==> config.mk <==
export PLATFORM = sky130hd
export DESIGN_NAME = id_stage_flat
export DESIGN_NICKNAME = d
export VERILOG_FILES = /design/src/rv_pkg.sv /design/src/id_ex_if.sv /design/src/id_stage.sv /design/src/flat_wrapper.sv
export VERILOG_INCLUDE_DIRS = /design/src
export SDC_FILE = /design/constraint.sdc
export NUM_CORES = 1
export LEC_CHECK = 0
export BUFFER_PORTS_ARGS = -buffer_cell sky130_fd_sc_hd__buf_2
export CORE_MARGIN = 2
export CORE_UTILIZATION = 35
export DETAILED_ROUTE_END_ITERATION = 12
export PLACE_DENSITY_LB_ADDON = 0.2
export RECOVER_POWER = 25
export SKIP_LAST_GASP = 1
export SYNTH_ARGS = -nofsm -noshare
export SYNTH_HDL_FRONTEND = slang
export SYNTH_SLANG_ARGS = --single-unit
==> constraint.sdc <==
create_clock -name clk -period 40.6 [get_ports clk]
set_input_delay 4.06 -clock clk [delete_from_list [all_inputs] [get_ports clk]]
set_output_delay 4.06 -clock clk [all_outputs]
set_load 0.005 [all_outputs]
==> src/rv_params.svh <==
`ifndef RV_PARAMS_SVH
`define RV_PARAMS_SVH

// Datapath and register file geometry
`define XLEN		32
`define NREGS		32
`define REG_AW		5

// Operand a select, carried in alu_sel[5:3]
`define SEL_RS1		3'd0
`define SEL_PC		3'd1
`define SEL_ZERO	3'd2

// Operand b select, carried in alu_sel[2:0]
`define SEL_RS2		3'd0
`define SEL_IMM		3'd1
`define SEL_FOUR	3'd2

// ALU functions
`define ALU_ADD		5'd0
`define ALU_SUB		5'd1
`define ALU_SLL		5'd2
`define ALU_SLT		5'd3
`define ALU_SLTU	5'd4
`define ALU_XOR		5'd5
`define ALU_SRL		5'd6
`define ALU_SRA		5'd7
`define ALU_OR		5'd8
`define ALU_AND		5'd9
`define ALU_MUL		5'd10
`define ALU_MULH	5'd11
`define ALU_MULHSU	5'd12
`define ALU_MULHU	5'd13
// Decoder output for anything it does not know
`define ALU_NONE	5'd31

// Major opcodes handled by the decoder
`define OPC_OP		7'b0110011
`define OPC_OP_IMM	7'b0010011
`define OPC_LUI		7'b0110111
`define OPC_AUIPC	7'b0010111

`endif

==> src/rv_pkg.sv <==
`include "rv_params.svh"

package rv_pkg;

	// Register-register layout
	typedef struct packed {
		logic [6:0]		funct7;
		logic [4:0]		rs2;
		logic [4:0]		rs1;
		logic [2:0]		funct3;
		logic [4:0]		rd;
		logic [6:0]		opcode;
	} r_fmt_t;

	// Immediate layout, also the base for the upper-immediate forms
	typedef struct packed {
		logic [11:0]	imm12;
		logic [4:0]		rs1;
		logic [2:0]		funct3;
		logic [4:0]		rd;
		logic [6:0]		opcode;
	} i_fmt_t;

	// Same instruction word, two readings
	typedef union packed {
		r_fmt_t	r;
		i_fmt_t	i;
	} instr_u;

	// Operation handed from decode to execute
	typedef struct packed {
		logic [`XLEN-1:0]	rs1_data;
		logic [`XLEN-1:0]	rs2_data;
		logic [`XLEN-1:0]	pc;
		logic [`XLEN-1:0]	imm;
		// Operand a select in [5:3], operand b select in [2:0]
		logic [5:0]			alu_sel;
		logic [4:0]			alu_func;
		logic [`REG_AW-1:0]	rd;
	} ex_op_t;

endpackage

==> src/id_ex_if.sv <==
`timescale 1ns/1ps
`include "rv_params.svh"

interface id_ex_if import rv_pkg::*; ();

	// Forward handshake carrying one decoded operation
	logic				valid;
	logic				ready;
	ex_op_t				op;
	logic [`XLEN-1:0]	op_pc;

	// Destination of the result still held in execute
	logic				pend_valid;
	logic [`REG_AW-1:0]	pend_rd;

	modport issue (
		output	valid,
		output	op,
		output	op_pc,
		input	ready,
		input	pend_valid,
		input	pend_rd
	);

	modport exec (
		input	valid,
		input	op,
		input	op_pc,
		output	ready,
		output	pend_valid,
		output	pend_rd
	);

endinterface

==> src/id_stage.sv <==
`timescale 1ns/1ps
`include "rv_params.svh"

module id_stage import rv_pkg::*; (
	input	logic					clk,
	input	logic					rst_n,

	input	logic					instr_valid,
	output	logic					instr_ready,
	input	instr_u					instr,
	input	logic [`XLEN-1:0]		pc,

	output	logic [`REG_AW-1:0]		rs1_addr,
	output	logic [`REG_AW-1:0]		rs2_addr,
	input	logic [`XLEN-1:0]		rs1_data,
	input	logic [`XLEN-1:0]		rs2_data,

	id_ex_if.issue					ex_if
);

	ex_op_t		dec_op;
	logic		use_rs1, use_rs2;
	logic		supported, held_sup;
	logic		hz_rs1, hz_rs2, hazard;
	logic		take;

	assign rs1_addr = instr.r.rs1;
	assign rs2_addr = instr.r.rs2;

	always_comb begin
		dec_op.rs1_data	= rs1_data;
		dec_op.rs2_data	= rs2_data;
		dec_op.pc		= pc;
		dec_op.rd		= instr.r.rd;
		dec_op.imm		= {{(`XLEN-12){instr.i.imm12[11]}}, instr.i.imm12};
		dec_op.alu_sel	= {`SEL_RS1, `SEL_RS2};
		dec_op.alu_func	= `ALU_NONE;
		use_rs1			= 1'b0;
		use_rs2			= 1'b0;
		case (instr.r.opcode)
			`OPC_OP: begin
				use_rs1 = 1'b1;
				use_rs2 = 1'b1;
				case ({instr.r.funct7, instr.r.funct3})
					{7'h00, 3'b000}:	dec_op.alu_func = `ALU_ADD;
					{7'h20, 3'b000}:	dec_op.alu_func = `ALU_SUB;
					{7'h00, 3'b001}:	dec_op.alu_func = `ALU_SLL;
					{7'h00, 3'b010}:	dec_op.alu_func = `ALU_SLT;
					{7'h00, 3'b011}:	dec_op.alu_func = `ALU_SLTU;
					{7'h00, 3'b100}:	dec_op.alu_func = `ALU_XOR;
					{7'h00, 3'b101}:	dec_op.alu_func = `ALU_SRL;
					{7'h20, 3'b101}:	dec_op.alu_func = `ALU_SRA;
					{7'h00, 3'b110}:	dec_op.alu_func = `ALU_OR;
					{7'h00, 3'b111}:	dec_op.alu_func = `ALU_AND;
					{7'h01, 3'b000}:	dec_op.alu_func = `ALU_MUL;
					{7'h01, 3'b001}:	dec_op.alu_func = `ALU_MULH;
					{7'h01, 3'b010}:	dec_op.alu_func = `ALU_MULHSU;
					{7'h01, 3'b011}:	dec_op.alu_func = `ALU_MULHU;
					default:			dec_op.alu_func = `ALU_NONE;
				endcase
			end
			`OPC_OP_IMM: begin
				use_rs1 = 1'b1;
				dec_op.alu_sel = {`SEL_RS1, `SEL_IMM};
				case (instr.i.funct3)
					3'b000:	dec_op.alu_func = `ALU_ADD;
					3'b010:	dec_op.alu_func = `ALU_SLT;
					3'b011:	dec_op.alu_func = `ALU_SLTU;
					3'b100:	dec_op.alu_func = `ALU_XOR;
					3'b110:	dec_op.alu_func = `ALU_OR;
					3'b111:	dec_op.alu_func = `ALU_AND;
					// Shift forms keep funct7 in the top of imm12
					3'b001: begin
						if (instr.r.funct7 == 7'h00)
							dec_op.alu_func = `ALU_SLL;
					end
					default: begin
						if (instr.r.funct7 == 7'h00)
							dec_op.alu_func = `ALU_SRL;
						else if (instr.r.funct7 == 7'h20)
							dec_op.alu_func = `ALU_SRA;
					end
				endcase
			end
			`OPC_LUI, `OPC_AUIPC: begin
				dec_op.imm = {instr.i.imm12, instr.i.rs1, instr.i.funct3, 12'h000};
				dec_op.alu_func = `ALU_ADD;
				if (instr.r.opcode == `OPC_LUI)
					dec_op.alu_sel = {`SEL_ZERO, `SEL_IMM};
				else
					dec_op.alu_sel = {`SEL_PC, `SEL_IMM};
			end
			default: dec_op.alu_func = `ALU_NONE;
		endcase
	end

	// Interlock against the held entry and the result waiting in execute
	assign supported	= (dec_op.alu_func != `ALU_NONE);
	assign held_sup		= ex_if.valid && (ex_if.op.alu_func != `ALU_NONE);
	assign hz_rs1 = use_rs1 && (rs1_addr != '0) &&
		((held_sup && (rs1_addr == ex_if.op.rd)) ||
		 (ex_if.pend_valid && (rs1_addr == ex_if.pend_rd)));
	assign hz_rs2 = use_rs2 && (rs2_addr != '0) &&
		((held_sup && (rs2_addr == ex_if.op.rd)) ||
		 (ex_if.pend_valid && (rs2_addr == ex_if.pend_rd)));
	assign hazard = supported && (hz_rs1 || hz_rs2);

	assign instr_ready	= (!ex_if.valid || ex_if.ready) && !hazard;
	assign take			= instr_valid && instr_ready;

	always_ff @(posedge clk) begin
		if (!rst_n)
			ex_if.valid <= 1'b0;
		else if (take)
			ex_if.valid <= 1'b1;
		else if (ex_if.ready)
			ex_if.valid <= 1'b0;
	end

	always_ff @(posedge clk) begin
		if (take) begin
			ex_if.op	<= dec_op;
			ex_if.op_pc	<= pc;
		end
	end

endmodule

==> src/flat_wrapper.sv <==
// flat-port wrapper written by rule: the top's interface ports become plain ports
module id_stage_flat import rv_pkg::*;
  (clk, rst_n, instr_valid, instr_ready, instr, pc, rs1_addr, rs2_addr, rs1_data, rs2_data, ex_if_valid, ex_if_op, ex_if_op_pc, ex_if_ready, ex_if_pend_valid, ex_if_pend_rd);
  id_ex_if ex_if_i ();
  input	logic clk;
  input	logic rst_n;
  input	logic instr_valid;
  output	logic instr_ready;
  input	instr_u instr;
  input	logic [`XLEN-1:0] pc;
  output	logic [`REG_AW-1:0] rs1_addr;
  output	logic [`REG_AW-1:0] rs2_addr;
  input	logic [`XLEN-1:0] rs1_data;
  input	logic [`XLEN-1:0] rs2_data;
  output wire logic [$bits(ex_if_i.valid)-1:0] ex_if_valid;
  output wire logic [$bits(ex_if_i.op)-1:0] ex_if_op;
  output wire logic [$bits(ex_if_i.op_pc)-1:0] ex_if_op_pc;
  input wire logic [$bits(ex_if_i.ready)-1:0] ex_if_ready;
  input wire logic [$bits(ex_if_i.pend_valid)-1:0] ex_if_pend_valid;
  input wire logic [$bits(ex_if_i.pend_rd)-1:0] ex_if_pend_rd;
  assign ex_if_valid = ex_if_i.valid;
  assign ex_if_op = ex_if_i.op;
  assign ex_if_op_pc = ex_if_i.op_pc;
  assign ex_if_i.ready = ex_if_ready;
  assign ex_if_i.pend_valid = ex_if_pend_valid;
  assign ex_if_i.pend_rd = ex_if_pend_rd;
  id_stage u_core (.clk(clk), .rst_n(rst_n), .instr_valid(instr_valid), .instr_ready(instr_ready), .instr(instr), .pc(pc), .rs1_addr(rs1_addr), .rs2_addr(rs2_addr), .rs1_data(rs1_data), .rs2_data(rs2_data), .ex_if(ex_if_i));
endmodule
**Word level (Yosys, flattened, before mapping)**

Index checks and enable logic that the tools add are counted.
W data, S select, Z words.

- Equal/unequal tests: 30
- Muxes and demuxes: 13
- Reductions and logical operators: 26

Operator list:

| operator | count |
|---|---|
| $pmux W5 S14 | 1 |
| $eq A10 B3 Y1 const B | 4 |
| $eq A10 B4 Y1 const B | 4 |
| $pmux W5 S7 | 1 |
| $mux W31 | 1 |
| $eq A7 B6 Y1 const B | 3 |
| $eq A10 B2 Y1 const B | 2 |
| $eq A10 B9 Y1 const B | 2 |
| $eq A5 B5 Y1 | 4 |
| $mux W5 | 4 |
| $pmux W5 S3 | 1 |
| $eq A7 B5 Y1 const B | 2 |
| $logic_and A1 B1 Y1 | 12 |
| $eq A10 B1 Y1 const B | 1 |
| $logic_not A10 Y1 | 1 |
| $ne A5 B5 Y1 const B | 2 |
| $pmux W5 S2 | 1 |
| $reduce_bool A5 Y1 | 2 |
| $eq A3 B3 Y1 const B | 3 |
| $logic_not A7 Y1 | 1 |
| $eq A3 B2 Y1 const B | 2 |
| $logic_or A1 B1 Y1 | 4 |
| $mux W1 | 4 |
| $reduce_or A2 Y1 | 2 |
| 4 further kinds | 5 |

- Bits in registers: 145
- Input bits: 138
- Word-level logic and storage cells: 78

**Longest topological paths before layout**

- Word-level depth: 11
- Mapped depth: 7
- Depth with buffers taken out: 6

**Worst setup path before layout**

OpenSTA, ideal clock, no wires.

- Path type: input to register
- Start: input instr[12] in the netlist's numbering
- End: register, netlist name u_core.ex_if.op[0]
- Library setup time: 0.842 ns
- Data arrival time: 15.124 ns
- Data required time: 39.758 ns
- Path slack: 24.634 ns
- Stages on the path: 6
- Path buffers: 1
- Cells stage by stage: clkbuf_1 > nor2b_1 > nand2_1 > o221ai_2 > a21oi_2 > nor3b_1

RTL lines:

| element | line | text |
|---|---|---|
| start: declaration | flat_wrapper.sv:9 | `input instr_u instr;` |

==> flow_summary.json <==
{
  "seq_area_mm2": 0.004254,
  "die_width_um": 130.3,
  "cp.arrival_ps": 5830,
  "ys_seq_elements": 142,
  "rrSetupSlack_ps": 37950,
  "synth_area_leaders": "edfxtp_1 (76%), buf_4 (6.0%), a21o_1 (2.4%), xor2_1 (2.0%), xnor2_1 (1.4%)",
  "synthesis.area_mm2": 0.005585,
  "drive_gt1_frac": 0.5545,
  "tightestPinTransition_ps": 955.3,
  "grt_max_degree": 76,
  "r2r_end": "u_core.ex_if.op[24]",
  "grt_overflow": 0,
  "antenna_found_initial": 5,
  "setup_ws_ps": 30710,
  "fill_cells": 1449,
  "grt_usage": 0.1662,
  "dp_cells": 826,
  "power_frac_comb": 0.085,
  "place_ws_ps": 30750,
  "grt_pass1_wl_mm": 20.68,
  "finalSetupTns_ps": 0,
  "p_total_w": 0.0003572,
  "netlist.area_leader.share": 0.7581,
  "multiInputGateArea_um2": 935.9,
  "pwr-share-seq": 0.488,
  "routed_via_density": 4.507,
  "drt_first_pass_iters": 4,
  "drv_slew": 0,
  "power_density_mw_per_mm2": 46.45,
  "gp_congestion": 0.8452,
  "ys_async_sr_fraction": 0,
  "internal_power_w": 0.0002775,
  "critPathTopFamily": "simple AND/OR/NAND/NOR gates",
  "io_pins": 326,
  "drc_errors": 0,
  "avgSynthCellArea_um2": 16.48,
  "syn_inst": 339,
  "maxCapViolCount": 0,
  "ctsHtreeMaxLevel": 4,
  "hold_depth": 3,
  "power_leakage_nw": 3.284,
  "slew_headroom": 0.3632,
  "clockPowerShare": 0.427,
  "setup_viol": 0,
  "cts_tree": "built",
  "ir_drop_mv": 0.02386,
  "drt_iter0_markers": 201,
  "critPathMaxStageDelay_ps": 550,
  "dp_hpwl_mm": 11.33,
  "path_class": "in2out",
  "seq_area_frac_synth": 0.7616,
  "clkTransAtPathRegs_ps": 60,
  "crit_cells": 8,
  "instances_no_fill": 864,
  "cts_made_buffers": 17,
  "io_buffers": 322,
  "worstPathRequired_ps": 36540,
  "hold_viol_final": 0,
  "place_area_mm2": 0.007118,
  "drt_wl_total_mm": 14.98,
  "worst_path_max_delay_cell": "or4_4",
  "cts-root-buf": "clkbuf_16",
  "status": "complete, no violations",
  "cts_buffer_depth": 2,
  "finalCritPeriodShare": 0.2436,
  "nets": 767,
  "num_rows": 46,
  "critPathLaunch": "instr[28]",
  "antenna_left": 0,
  "hold_buffers": 0,
  "grt_pass1_vias": 3751,
  "rsz0062_at_grt": "no",
  "start_kind": "input pin",
  "clk_latency_ps": 400,
  "die-area_mm2": 0.01698,
  "path_cells": "buf_2, or4_4, or3_4, o21ai_2, o221ai_2, a21oi_2, nor2_1, buf_2",
  "max_freq_mhz": 101.1,
  "r2r_cells": 7,
  "post_cts_buffers": 0,
  "yosys.area.top_type": "edfxtp_1",
  "crit_buf_inv": 2,
  "r2r-start": "u_core.ex_if.op[6]",
  "crit_fanout": 3,
  "synth.distinct_cells": 47,
  "core_area_mm2": 0.01571,
  "p_sw_w": 0.00007972,
  "yosys_warnings": 0,
  "final_common_cell": "buf_2",
  "skew_ps": 6.129,
  "final_cell_mix": "buf_2 (311), edfxtp_1 (141), a21o_1 (18), clkbuf_16 (17)",
  "clock-sinks": 142,
  "crit_top_cell": "buf_2",
  "vias": 3894,
  "area_growth_pct": 37.68,
  "fin_crit_ps": 9890,
  "end_kind": "output pin",
  "synth_edf_count": 141,
  "start_util": 0.3555,
  "hold_class": "reg2reg",
  "whs_endpoint": "u_core.ex_if.valid",
  "final_area_mm2": 0.007690,
  "synthFlopType": "edfxtp_1",
  "avgRoutedWirePerCell_um": 17.34,
  "hp-start": "u_core.ex_if.valid",
  "ctsResizeCount": 0,
  "p_sw_frac": 0.2232,
  "dieHeight_um": 130.3
}
## power by group through the flow
stage	Combinational [W]	Clock (W)	Sequential, W
floorplan	0.0000121	0	0.000181
global placement	0.0000307	0	0.000177
detailed placement	0.0000312	0	0.000177
CTS	0.0000312	0.000156	0.000174
global route	0.0000339	0.000162	0.000175
finish	0.0000305	0.000153	0.000174
## cells by family after synthesis
| kind of cell | Yosys count | synth area share |
|---|---|---|
| buf+inv | 59 | 0.07011 |
| xor+xnor | 22 | 0.03450 |
| compound gates | 48 | 0.06362 |
| mux | 1 | 0.002016 |
| simple gates | 66 | 0.06742 |
| other cells | 1 | 0.0006714 |
| flops | 142 | 0.7616 |
## cell type report
class,count,area share
multi-input cells,140,0.1217
well taps,216,0.03514
diodes,6,0.001952
inverters,4,0.001952
repair buffers,324,0.2097
flip-flops and latches,142,0.5532
clock inverters,14,0.02050
clock buffers,18,0.05581
## state kept, by name (all words and copies together) (netlist names)
register	count
u_core.ex_if.op_pc	32
u_core.ex_if.op	109
u_core.ex_if.valid	1
## synth_stat cells (2+ instances only)
cell type and n:
a21oi_1 7, and2_1 12, nor2b_1 3, nor3b_1 2, nand3_1 7, xor2_1 13, o21ai_0 6, and3_1 2
o211ai_1 3, a21o_1 18, buf_4 45, nor4_1 4, xnor2_1 9, inv_1 3, clkbuf_1 8, nand3b_1 2
edfxtp_1 141, or4_1 2, nand2_1 13, nor2_1 12
## how the worst max path moves through the flow
stage | endpoint | slack [ps]
detailed placement | instr_ready | 30750
finish | instr_ready | 30710
CTS | instr_ready | 30750
global placement | instr_ready | 30770
floorplan | u_core.ex_if.op[0] | 24630
global route | instr_ready | 30590
## worst reg2reg max path, delay by kind of cell (launching register included)
| family | cells | cell delay [ps] |
|---|---|---|
| buffers and inverters | 1 | 750 |
| AOI/OAI and AO/OA | 3 | 680 |
| and+or+nand+nor | 3 | 410 |
| DFF | 1 | 380 |
## per-layer routing
layer  vias up  global-route usage  routed length, um
li1       1801                   -                  -
met1      1880              0.1835               5298
met2       203              0.3000               8266
met3        10             0.05125               1288
met4         0             0.06388                128
met5         -                   0                  0
## metrics by stage
| stage | hold slack (ps) | utilization |
|---|---|---|
| floorplan | 678.4 | - |
| global placement | 742.8 | 0.4530 |
| detailed placement | 737.1 | 0.4530 |
| CTS | 750.6 | 0.4904 |
| global route | 789.6 | 0.4893 |
| finish | 756.2 | 0.4894 |
No activity file was read; power rests on OpenSTA's default activity.
