### config.mk
export PLATFORM = sky130hd
export DESIGN_NAME = ex_stage_flat
export DESIGN_NICKNAME = d
export VERILOG_FILES = /design/src/rv_pkg.sv /design/src/id_ex_if.sv /design/src/ex_stage.sv /design/src/flat_wrapper.sv
export VERILOG_INCLUDE_DIRS = /design/src
export SDC_FILE = /design/constraint.sdc
export NUM_CORES = 2
export LEC_CHECK = 0
export BUFFER_PORTS_ARGS = -buffer_cell sky130_fd_sc_hd__buf_4
export CAP_MARGIN = 20
export CORE_MARGIN = 5
export CORE_UTILIZATION = 55
export CTS_CLUSTER_SIZE = 28
export DETAILED_ROUTE_END_ITERATION = 10
export MAX_ROUTING_LAYER = met4
export PLACE_DENSITY = 0.73
export SLEW_MARGIN = 20
export SYNTH_ARGS = -nofsm -noshare
export SYNTH_HDL_FRONTEND = slang
export SYNTH_SLANG_ARGS = --single-unit
### constraint.sdc
create_clock -name clk -period 24.2 [get_ports clk]
set_input_delay 1.21 -clock clk [delete_from_list [all_inputs] [get_ports clk]]
set_output_delay 1.21 -clock clk [all_outputs]
set_load 0.05 [all_outputs]
### src/rv_params.svh
`ifndef RV_PARAMS_SVH
`define RV_PARAMS_SVH

// Datapath and register file geometry
`define XLEN		32
`define NREGS		32
`define REG_AW		5

// Operand a select, carried in alu_sel[5:3]
`define SEL_RS1		3'd0
`define SEL_PC		3'd1
`define SEL_ZERO	3'd2

// Operand b select, carried in alu_sel[2:0]
`define SEL_RS2		3'd0
`define SEL_IMM		3'd1
`define SEL_FOUR	3'd2

// ALU functions
`define ALU_ADD		5'd0
`define ALU_SUB		5'd1
`define ALU_SLL		5'd2
`define ALU_SLT		5'd3
`define ALU_SLTU	5'd4
`define ALU_XOR		5'd5
`define ALU_SRL		5'd6
`define ALU_SRA		5'd7
`define ALU_OR		5'd8
`define ALU_AND		5'd9
`define ALU_MUL		5'd10
`define ALU_MULH	5'd11
`define ALU_MULHSU	5'd12
`define ALU_MULHU	5'd13
// Decoder output for anything it does not know
`define ALU_NONE	5'd31

// Major opcodes handled by the decoder
`define OPC_OP		7'b0110011
`define OPC_OP_IMM	7'b0010011
`define OPC_LUI		7'b0110111
`define OPC_AUIPC	7'b0010111

`endif

### src/rv_pkg.sv
`include "rv_params.svh"

package rv_pkg;

	// Register-register layout
	typedef struct packed {
		logic [6:0]		funct7;
		logic [4:0]		rs2;
		logic [4:0]		rs1;
		logic [2:0]		funct3;
		logic [4:0]		rd;
		logic [6:0]		opcode;
	} r_fmt_t;

	// Immediate layout, also the base for the upper-immediate forms
	typedef struct packed {
		logic [11:0]	imm12;
		logic [4:0]		rs1;
		logic [2:0]		funct3;
		logic [4:0]		rd;
		logic [6:0]		opcode;
	} i_fmt_t;

	// Same instruction word, two readings
	typedef union packed {
		r_fmt_t	r;
		i_fmt_t	i;
	} instr_u;

	// Operation handed from decode to execute
	typedef struct packed {
		logic [`XLEN-1:0]	rs1_data;
		logic [`XLEN-1:0]	rs2_data;
		logic [`XLEN-1:0]	pc;
		logic [`XLEN-1:0]	imm;
		// Operand a select in [5:3], operand b select in [2:0]
		logic [5:0]			alu_sel;
		logic [4:0]			alu_func;
		logic [`REG_AW-1:0]	rd;
	} ex_op_t;

endpackage

### src/id_ex_if.sv
`timescale 1ns/1ps
`include "rv_params.svh"

interface id_ex_if import rv_pkg::*; ();

	// Forward handshake carrying one decoded operation
	logic				valid;
	logic				ready;
	ex_op_t				op;
	logic [`XLEN-1:0]	op_pc;

	// Destination of the result still held in execute
	logic				pend_valid;
	logic [`REG_AW-1:0]	pend_rd;

	modport issue (
		output	valid,
		output	op,
		output	op_pc,
		input	ready,
		input	pend_valid,
		input	pend_rd
	);

	modport exec (
		input	valid,
		input	op,
		input	op_pc,
		output	ready,
		output	pend_valid,
		output	pend_rd
	);

endinterface

### src/ex_stage.sv
`timescale 1ns/1ps
`include "rv_params.svh"

module ex_stage (
	input	logic					clk,
	input	logic					rst_n,

	id_ex_if.exec					ex_if,

	output	logic					result_valid,
	input	logic					result_ready,
	output	logic [`XLEN-1:0]		result_data,
	output	logic [`REG_AW-1:0]		result_rd,
	output	logic [`XLEN-1:0]		result_pc,

	output	logic					wr_en,
	output	logic [`REG_AW-1:0]		wr_addr,
	output	logic [`XLEN-1:0]		wr_data
);

	logic [`XLEN-1:0]	opa, opb;
	logic [`XLEN-1:0]	alu_res;
	logic				alu_ok;
	logic				sign_a, sign_b;
	logic signed [`XLEN:0]		mul_a, mul_b;
	logic signed [2*`XLEN+1:0]	mul_res;

	always_comb begin
		case (ex_if.op.alu_sel[5:3])
			`SEL_RS1:	opa = ex_if.op.rs1_data;
			`SEL_PC:	opa = ex_if.op.pc;
			default:	opa = '0;
		endcase
		case (ex_if.op.alu_sel[2:0])
			`SEL_RS2:	opb = ex_if.op.rs2_data;
			`SEL_IMM:	opb = ex_if.op.imm;
			`SEL_FOUR:	opb = `XLEN'd4;
			default:	opb = '0;
		endcase
	end

	// Extra top bit is the sign when signed, zero otherwise
	assign sign_b	= (ex_if.op.alu_func == `ALU_MULH);
	assign sign_a	= sign_b || (ex_if.op.alu_func == `ALU_MULHSU);
	assign mul_a	= {sign_a && opa[`XLEN-1], opa};
	assign mul_b	= {sign_b && opb[`XLEN-1], opb};
	assign mul_res	= mul_a * mul_b;

	always_comb begin
		alu_res	= '0;
		alu_ok	= 1'b1;
		case (ex_if.op.alu_func)
			`ALU_ADD:		alu_res = opa + opb;
			`ALU_SUB:		alu_res = opa - opb;
			`ALU_SLL:		alu_res = opa << opb[4:0];
			`ALU_SLT:		alu_res = {{(`XLEN-1){1'b0}}, $signed(opa) < $signed(opb)};
			`ALU_SLTU:		alu_res = {{(`XLEN-1){1'b0}}, opa < opb};
			`ALU_XOR:		alu_res = opa ^ opb;
			`ALU_SRL:		alu_res = opa >> opb[4:0];
			`ALU_SRA:		alu_res = $signed(opa) >>> opb[4:0];
			`ALU_OR:		alu_res = opa | opb;
			`ALU_AND:		alu_res = opa & opb;
			`ALU_MUL:		alu_res = mul_res[`XLEN-1:0];
			`ALU_MULH,
			`ALU_MULHSU,
			`ALU_MULHU:		alu_res = mul_res[2*`XLEN-1:`XLEN];
			// Unknown function is swallowed without a result
			default:		alu_ok = 1'b0;
		endcase
	end

	assign ex_if.ready = !result_valid || result_ready;

	always_ff @(posedge clk) begin
		if (!rst_n)
			result_valid <= 1'b0;
		else if (ex_if.valid && ex_if.ready && alu_ok)
			result_valid <= 1'b1;
		else if (result_ready)
			result_valid <= 1'b0;
	end

	always_ff @(posedge clk) begin
		if (ex_if.valid && ex_if.ready && alu_ok) begin
			result_data	<= alu_res;
			result_rd	<= ex_if.op.rd;
			result_pc	<= ex_if.op_pc;
		end
	end

	// Destination still owed to the register file
	assign ex_if.pend_valid	= result_valid;
	assign ex_if.pend_rd	= result_rd;

	// Write back on the result handshake
	assign wr_en	= result_valid && result_ready;
	assign wr_addr	= result_rd;
	assign wr_data	= result_data;

endmodule

### src/flat_wrapper.sv
// flat-port wrapper written by rule: the top's interface ports become plain ports
module ex_stage_flat 
  (clk, rst_n, result_valid, result_ready, result_data, result_rd, result_pc, wr_en, wr_addr, wr_data, ex_if_valid, ex_if_op, ex_if_op_pc, ex_if_ready, ex_if_pend_valid, ex_if_pend_rd);
  id_ex_if ex_if_i ();
  input	logic clk;
  input	logic rst_n;
  output	logic result_valid;
  input	logic result_ready;
  output	logic [`XLEN-1:0] result_data;
  output	logic [`REG_AW-1:0] result_rd;
  output	logic [`XLEN-1:0] result_pc;
  output	logic wr_en;
  output	logic [`REG_AW-1:0] wr_addr;
  output	logic [`XLEN-1:0] wr_data;
  input wire logic [$bits(ex_if_i.valid)-1:0] ex_if_valid;
  input wire logic [$bits(ex_if_i.op)-1:0] ex_if_op;
  input wire logic [$bits(ex_if_i.op_pc)-1:0] ex_if_op_pc;
  output wire logic [$bits(ex_if_i.ready)-1:0] ex_if_ready;
  output wire logic [$bits(ex_if_i.pend_valid)-1:0] ex_if_pend_valid;
  output wire logic [$bits(ex_if_i.pend_rd)-1:0] ex_if_pend_rd;
  assign ex_if_i.valid = ex_if_valid;
  assign ex_if_i.op = ex_if_op;
  assign ex_if_i.op_pc = ex_if_op_pc;
  assign ex_if_ready = ex_if_i.ready;
  assign ex_if_pend_valid = ex_if_i.pend_valid;
  assign ex_if_pend_rd = ex_if_i.pend_rd;
  ex_stage u_core (.clk(clk), .rst_n(rst_n), .ex_if(ex_if_i), .result_valid(result_valid), .result_ready(result_ready), .result_data(result_data), .result_rd(result_rd), .result_pc(result_pc), .wr_en(wr_en), .wr_addr(wr_addr), .wr_data(wr_data));
endmodule
-- After elaboration in Yosys (flattened, before gate mapping)
Cells that the tools add are included.
- flip-flop bits (word level): 70
- latch bits: 0
- RAM bits: 0
- ROM bits: 0
- bits of input ports: 180
- output and inout bits: 115
- logic and storage cells: 51
- memories kept: 0
- add/sub/neg operators: 2
- multiply operators: 1
- divide/modulo/power cells: 0
- magnitude comparators: 2
- eq/ne operators: 16
- shift-type cells: 3
- multiplexer cells: 6
- bitwise operators: 3
- reductions and logical operators: 14
- operator list (kind ; count):
    $pmux W32 S12 ; 1
    $pmux W32 S3 ; 1
    $lt A32 B32 Y1 ; 2
    $mul A33 B33 Y64 ; 1
    $pmux W32 S2 ; 1
    $add A32 B32 Y32 ; 1
    $and A32 B32 Y32 ; 1
    $or A32 B32 Y32 ; 1
    $shl A32 B5 Y32 ; 1
    $shr A32 B5 Y32 ; 1
    $sshr A32 B5 Y32 ; 1
    $sub A32 B32 Y32 ; 1
    $xor A32 B32 Y32 ; 1
    $eq A5 B4 Y1 const B ; 6
    $eq A5 B3 Y1 const B ; 4
    $reduce_or A14 Y1 ; 1
    $eq A5 B2 Y1 const B ; 2
    $eq A3 B1 Y1 const B ; 2
    $logic_not A3 Y1 ; 2
    $eq A5 B1 Y1 const B ; 1
    $logic_and A1 B1 Y1 ; 5
    $logic_not A5 Y1 ; 1
    $eq A3 B2 Y1 const B ; 1
    $mux W1 ; 3
    other kinds (4) ; 5

-- Depth between registers and ports, before layout
- word-level depth: 5
- mapped depth: 38
- depth with buffers taken out: 32

-- Least setup slack after synthesis
Ideal clock, no wire load.
- kind: in2reg
- start point: input port ex_if_op[10]
- end point: register u_core.result_data[20] (data pin)
- setup time: 0.261 ns
- arrival time: 9.974 ns
- required time: 23.939 ns
- setup slack: 13.965 ns
- cell stages on the path: 35
- buffers on the path: 8
- cell sequence: buf_4 -> o21bai_1 -> a21o_1 -> buf_2 -> buf_1 -> clkbuf_1 -> clkbuf_1 -> buf_1 -> buf_1 -> nor2_1 -> fa_1 -> inv_1 -> fa_1 -> inv_1 -> fa_1 -> inv_1 -> fa_1 -> inv_1 -> fa_1 -> fa_1 -> fa_1 -> inv_1 -> fa_1 -> inv_1 -> ha_1 -> clkbuf_1 -> a21oi_1 -> a21boi_0 -> nand2_1 -> a311o_1 -> a31o_2 -> a21oi_1 -> o21ai_0 -> mux2i_1 -> a221o_1
- word-level cells in the longest chain between the ends: 5
- elaborated cells on any way between the ends: 15
- classes of those cells: 2 x add/sub; 1 x mul; 2 x eq/ne; 3 x shift; 2 x mux; 3 x bitwise; 2 x reduce/logical
- ends and longest elaborated chain (element ; RTL line ; RTL):
    from (decl) ; flat_wrapper.sv:16 ; input wire logic [$bits(ex_if_i.op)-1:0] ex_if_op;
    $eq A3 B2 Y1 (tied with other cells) ; ex_stage.sv:34 ; case (ex_if.op.alu_sel[2:0])
    $pmux W32 S3 (*) ; ex_stage.sv:34 ;
    $logic_and A1 B1 Y1 ; ex_stage.sv:46 ; assign mul_b = {sign_b && opb[`XLEN-1], opb};
    $mul A33 B33 Y64 ; ex_stage.sv:47 ; assign mul_res = mul_a * mul_b;
    $pmux W32 S12 (*) ; ex_stage.sv:52 ; case (ex_if.op.alu_func)
    via u_core.alu_res[20] ; ex_stage.sv:22 ; logic [`XLEN-1:0] alu_res;
    to (signal assigned) ; ex_stage.sv:85 ; result_data <= alu_res;
    to (decl) ; ex_stage.sv:12 ; output logic [`XLEN-1:0] result_data,
The timed path passes the listed nets; every way through them passes the cells marked *.
A chain may end at the register's enable or synchronous reset.

-- Final worst setup path
- start point: input port ex_if_op[14]
- end point: register u_core.result_data[28] (data pin)
- word-level cells in the longest chain between the ends: 5
- elaborated cells on any way between the ends: 14
- classes of those cells: 2 x add/sub; 1 x mul; 1 x eq/ne; 3 x shift; 2 x mux; 3 x bitwise; 2 x reduce/logical
- ends and longest elaborated chain (element ; RTL line ; RTL):
    $eq A3 B1 Y1 / $logic_not A3 Y1 (equally long branches) ; ex_stage.sv:29 ; case (ex_if.op.alu_sel[5:3])
    $pmux W32 S2 (*) ; ex_stage.sv:29 ;
    $logic_and A1 B1 Y1 ; ex_stage.sv:45 ; assign mul_a = {sign_a && opa[`XLEN-1], opa};
    $mul A33 B33 Y64 ; ex_stage.sv:47 ;
    $pmux W32 S12 (*) ; ex_stage.sv:52 ;
    via u_core.alu_res[28] ; ex_stage.sv:22 ;
Marked as above.

==> results.sh <==
export IMPL_netlist_top_cells_count="inv_1, fa_1, nand2_1"
export IMPL_worst_pin_slew_ns=1.25
export IMPL_fin_crit_sh_pct=49.2
export IMPL_hold_viol=0
export IMPL_io_pins=295
export IMPL_synth_flop_cell="edfxtp_1"
export IMPL_grt_pass1_wl_um=307000
export IMPL_status="completed"
export IMPL_cts_root_buf="clkbuf_16"
export IMPL_post_drt_wl_per_cell_um=29.9
export IMPL_yosysWarnings=0
export IMPL_synth_nets=7476
export IMPL_required_ns=24.24
export IMPL_slew_headroom_pct=16.8
export IMPL_die_width_um=310
export IMPL_synth_edf_count=69
export IMPL_crit_arrival_ns=11.94
export IMPL_ant_nets=0
export IMPL_slew_violations=0
export IMPL_yosysMostFrequentCell="inv_1"
export IMPL_first_global_vias=45700
export IMPL_portBuffers=294
export IMPL_synthTopCellsByArea="fa_1, inv_1, ha_1"
export IMPL_cp_buffers_inverters=12
export IMPL_pwr_share_clk_pct=12.2
export IMPL_cp_slowest_cell="fa_1"
export IMPL_worstSetupPathType="in2reg"
export IMPL_combPwrFrac_pct=74.6
export IMPL_drc_errors=0
export IMPL_die_h_um=310
export IMPL_start_util_pct=55.2
export IMPL_p_sw_share_pct=58.5
export IMPL_cts_setup_buffers=0
export IMPL_nNetsFinal=7504
export IMPL_cp_start_kind="input port"
export IMPL_place_congestion=1.10
export IMPL_cts_buffer_depth=2
export IMPL_fin_crit_ns=11.90
export IMPL_tritoncts="done"
export IMPL_report_final_setup_viol=0
export IMPL_num_rows=110
export IMPL_synth_seq_area_share_pct=4.23
export IMPL_p_int_w=0.000473
export IMPL_power_density_nw_per_um2=21.6
export IMPL_drt_iter0_drc=5105
export IMPL_grtUsageTotal_pct=45.2
export IMPL_synth_area_leader_cell="fa_1"
export IMPL_clock_sinks=70
export IMPL_fin_tns_setup_ns=0
export IMPL_worstSetupEndpointType="flop"
export IMPL_finalWirelength_um=211000
export IMPL_drive_gt1_share_pct=9.23
export IMPL_slowest_delay_ns=0.92
export IMPL_vias_per_cell=6.23
export IMPL_clkLatencyLatePin_ns=0.36
export IMPL_core_um2=89700
export IMPL_crit_fanout=27
export IMPL_clock_skew_ns=0.0124
export IMPL_gr_total_overflow=0
export IMPL_placedCellCount=7052
export IMPL_htreeDepth=3
export IMPL_antenna_found_initial=4
export IMPL_switchingPower_w=0.000667
export IMPL_syn_inst=5860
export IMPL_syn_to_final_growth_pct=6.56
export IMPL_leakage_nw=25.1
export IMPL_fill_cells=8102
export IMPL_critPathTopFamily="adder cells"
export IMPL_cts_made_buffers=9
export IMPL_instances_no_fill=7074
export IMPL_ys_types=92
export IMPL_cap_violations=0
export IMPL_peakVddDrop_v=0.0000315
export IMPL_syn_cell_area_um2=49500
export IMPL_holdBufCountCts=0
export IMPL_grt_max_degree=52
export IMPL_path_clk_slew_ns=0.07
export IMPL_fin_area_um2=52700
export IMPL_place_area_um2=52400
export IMPL_synth_top_area_share_pct=45.6
export IMPL_num_vias=44100
export IMPL_dr_pass1_iters=6
export IMPL_cts_resized=0
export IMPL_rsz0062_at_grt="false"
export IMPL_hp_class="reg2reg"
export IMPL_post_dp_hpwl_um=167000
export IMPL_synthArstFlopShare_pct=0
export IMPL_fmax_mhz=84.1
export IMPL_ys_ff_latch=70
export IMPL_die_area_um2=96100
export IMPL_final_util_pct=58.8
export IMPL_syn_area_per_cell_um2=8.45
export IMPL_seq_power_share_pct=13.1
==> final timing paths <==
| kind | from | end | slack, ns | depth (start not counted) |
|---|---|---|---|---|
| max reg2reg | u_core.ex_if.pend_valid | u_core.result_data[19] | 21.81 | 3 |
| max | ex_if_op[14] | u_core.result_data[28] | 12.30 | 34 |
| min reg2reg | u_core.ex_if.pend_valid | u_core.ex_if.pend_valid | 0.67 | 2 |
| min | u_core.ex_if.pend_valid | u_core.ex_if.pend_valid | 0.67 | 2 |
==> area by class of cell <==
class | instances | area (µm²) | share of cell area, %
Sequential cell | 70 | 2090 | 3.97
Clock inverter | 7 | 61.3 | 0.116
Clock buffer | 9 | 225 | 0.427
Antenna cell | 5 | 12.5 | 0.0237
Multi-Input combinational cell | 4155 | 41100 | 78.0
Timing Repair Buffer | 409 | 3080 | 5.84
Tap cell | 1176 | 1470 | 2.79
Inverter | 1243 | 4670 | 8.85
==> layer usage <==
layer / GRT usage [%] / share of wire, % / vias up
met5: - / 0 / -
met1: 58.1 / 37 / 22300
met2: 64.7 / 42 / 3044
met4: 27.5 / 8.5 / 0
met3: 11.7 / 12 / 839
li1: - / - / 18000
==> power groups by stage <==
| stage | logic, W | registers, W | clock network, W |
|---|---|---|---|
| floorplan | 0.000486 | 0.000171 | 0 |
| global placement | 0.000814 | 0.000152 | 0 |
| detailed placement | 0.000820 | 0.000152 | 0 |
| CTS | 0.000824 | 0.000149 | 0.000140 |
| global route | 0.000899 | 0.000150 | 0.000144 |
| finish | 0.000851 | 0.000150 | 0.000140 |
==> worst register-to-register path, stage by stage (launching register included) <==
cell      delay [ns]
dfxtp_1         0.35
nand2b_1        0.16
nor2b_4         0.89
buf_4           0.61
==> kinds of logic (layout without fill, tap and decap cells) <==
group                      after synthesis  count (layout)  synth area share [%]
muxes                                  185             185                  4.02
xor gates and xnor gates                76              76                  1.34
DFF                                     70              70                  4.23
AOI/OAI and AO/OA                      735             735                  9.72
and+or+nand+nor                       1723            1723                  14.3
other                                    0               5                     0
adders and majority gates             1436            1436                  53.4
buffers and inverters                 1635            1668                  13.0
==> per-stage QoR <==
| stage | worst slack [ns] | power (W) | hold slack, ns |
|---|---|---|---|
| 6_report | 12.30 | 0.00114 | 0.665 |
| 5_1_grt | 11.95 | 0.00119 | 0.693 |
| 4_1_cts | 12.61 | 0.00111 | 0.646 |
| 3_5_place_dp | 12.28 | 0.000972 | 0.635 |
| 3_3_place_gp | 12.35 | 0.000966 | 0.603 |
| 2_1_floorplan | 13.96 | 0.000657 | 1.16 |
==> layout by cell type, fill, tap and decap left out, types with 31 or more instances in the layout <==
cell type and count:
nor3_1 51, a211oi_1 33, a21oi_1 201, o21ai_0 158, xnor2_1 51, edfxtp_1 69, fa_1 1127, a221oi_1 31
mux2i_1 134, ha_1 309, nor2_1 575, buf_4 408, o211ai_1 40, inv_1 1220, mux2_2 42, and2_1 36
nand3_1 52, nand2_1 842
==> flip-flops by register name, indices dropped and copies added, names as in the netlist <==
| signal | flops |
|---|---|
| u_core.result_data | 32 |
| u_core.result_pc | 32 |
| u_core.ex_if.pend_rd | 5 |
| u_core.ex_if.pend_valid | 1 |
(Power assumes the default switching activity.)
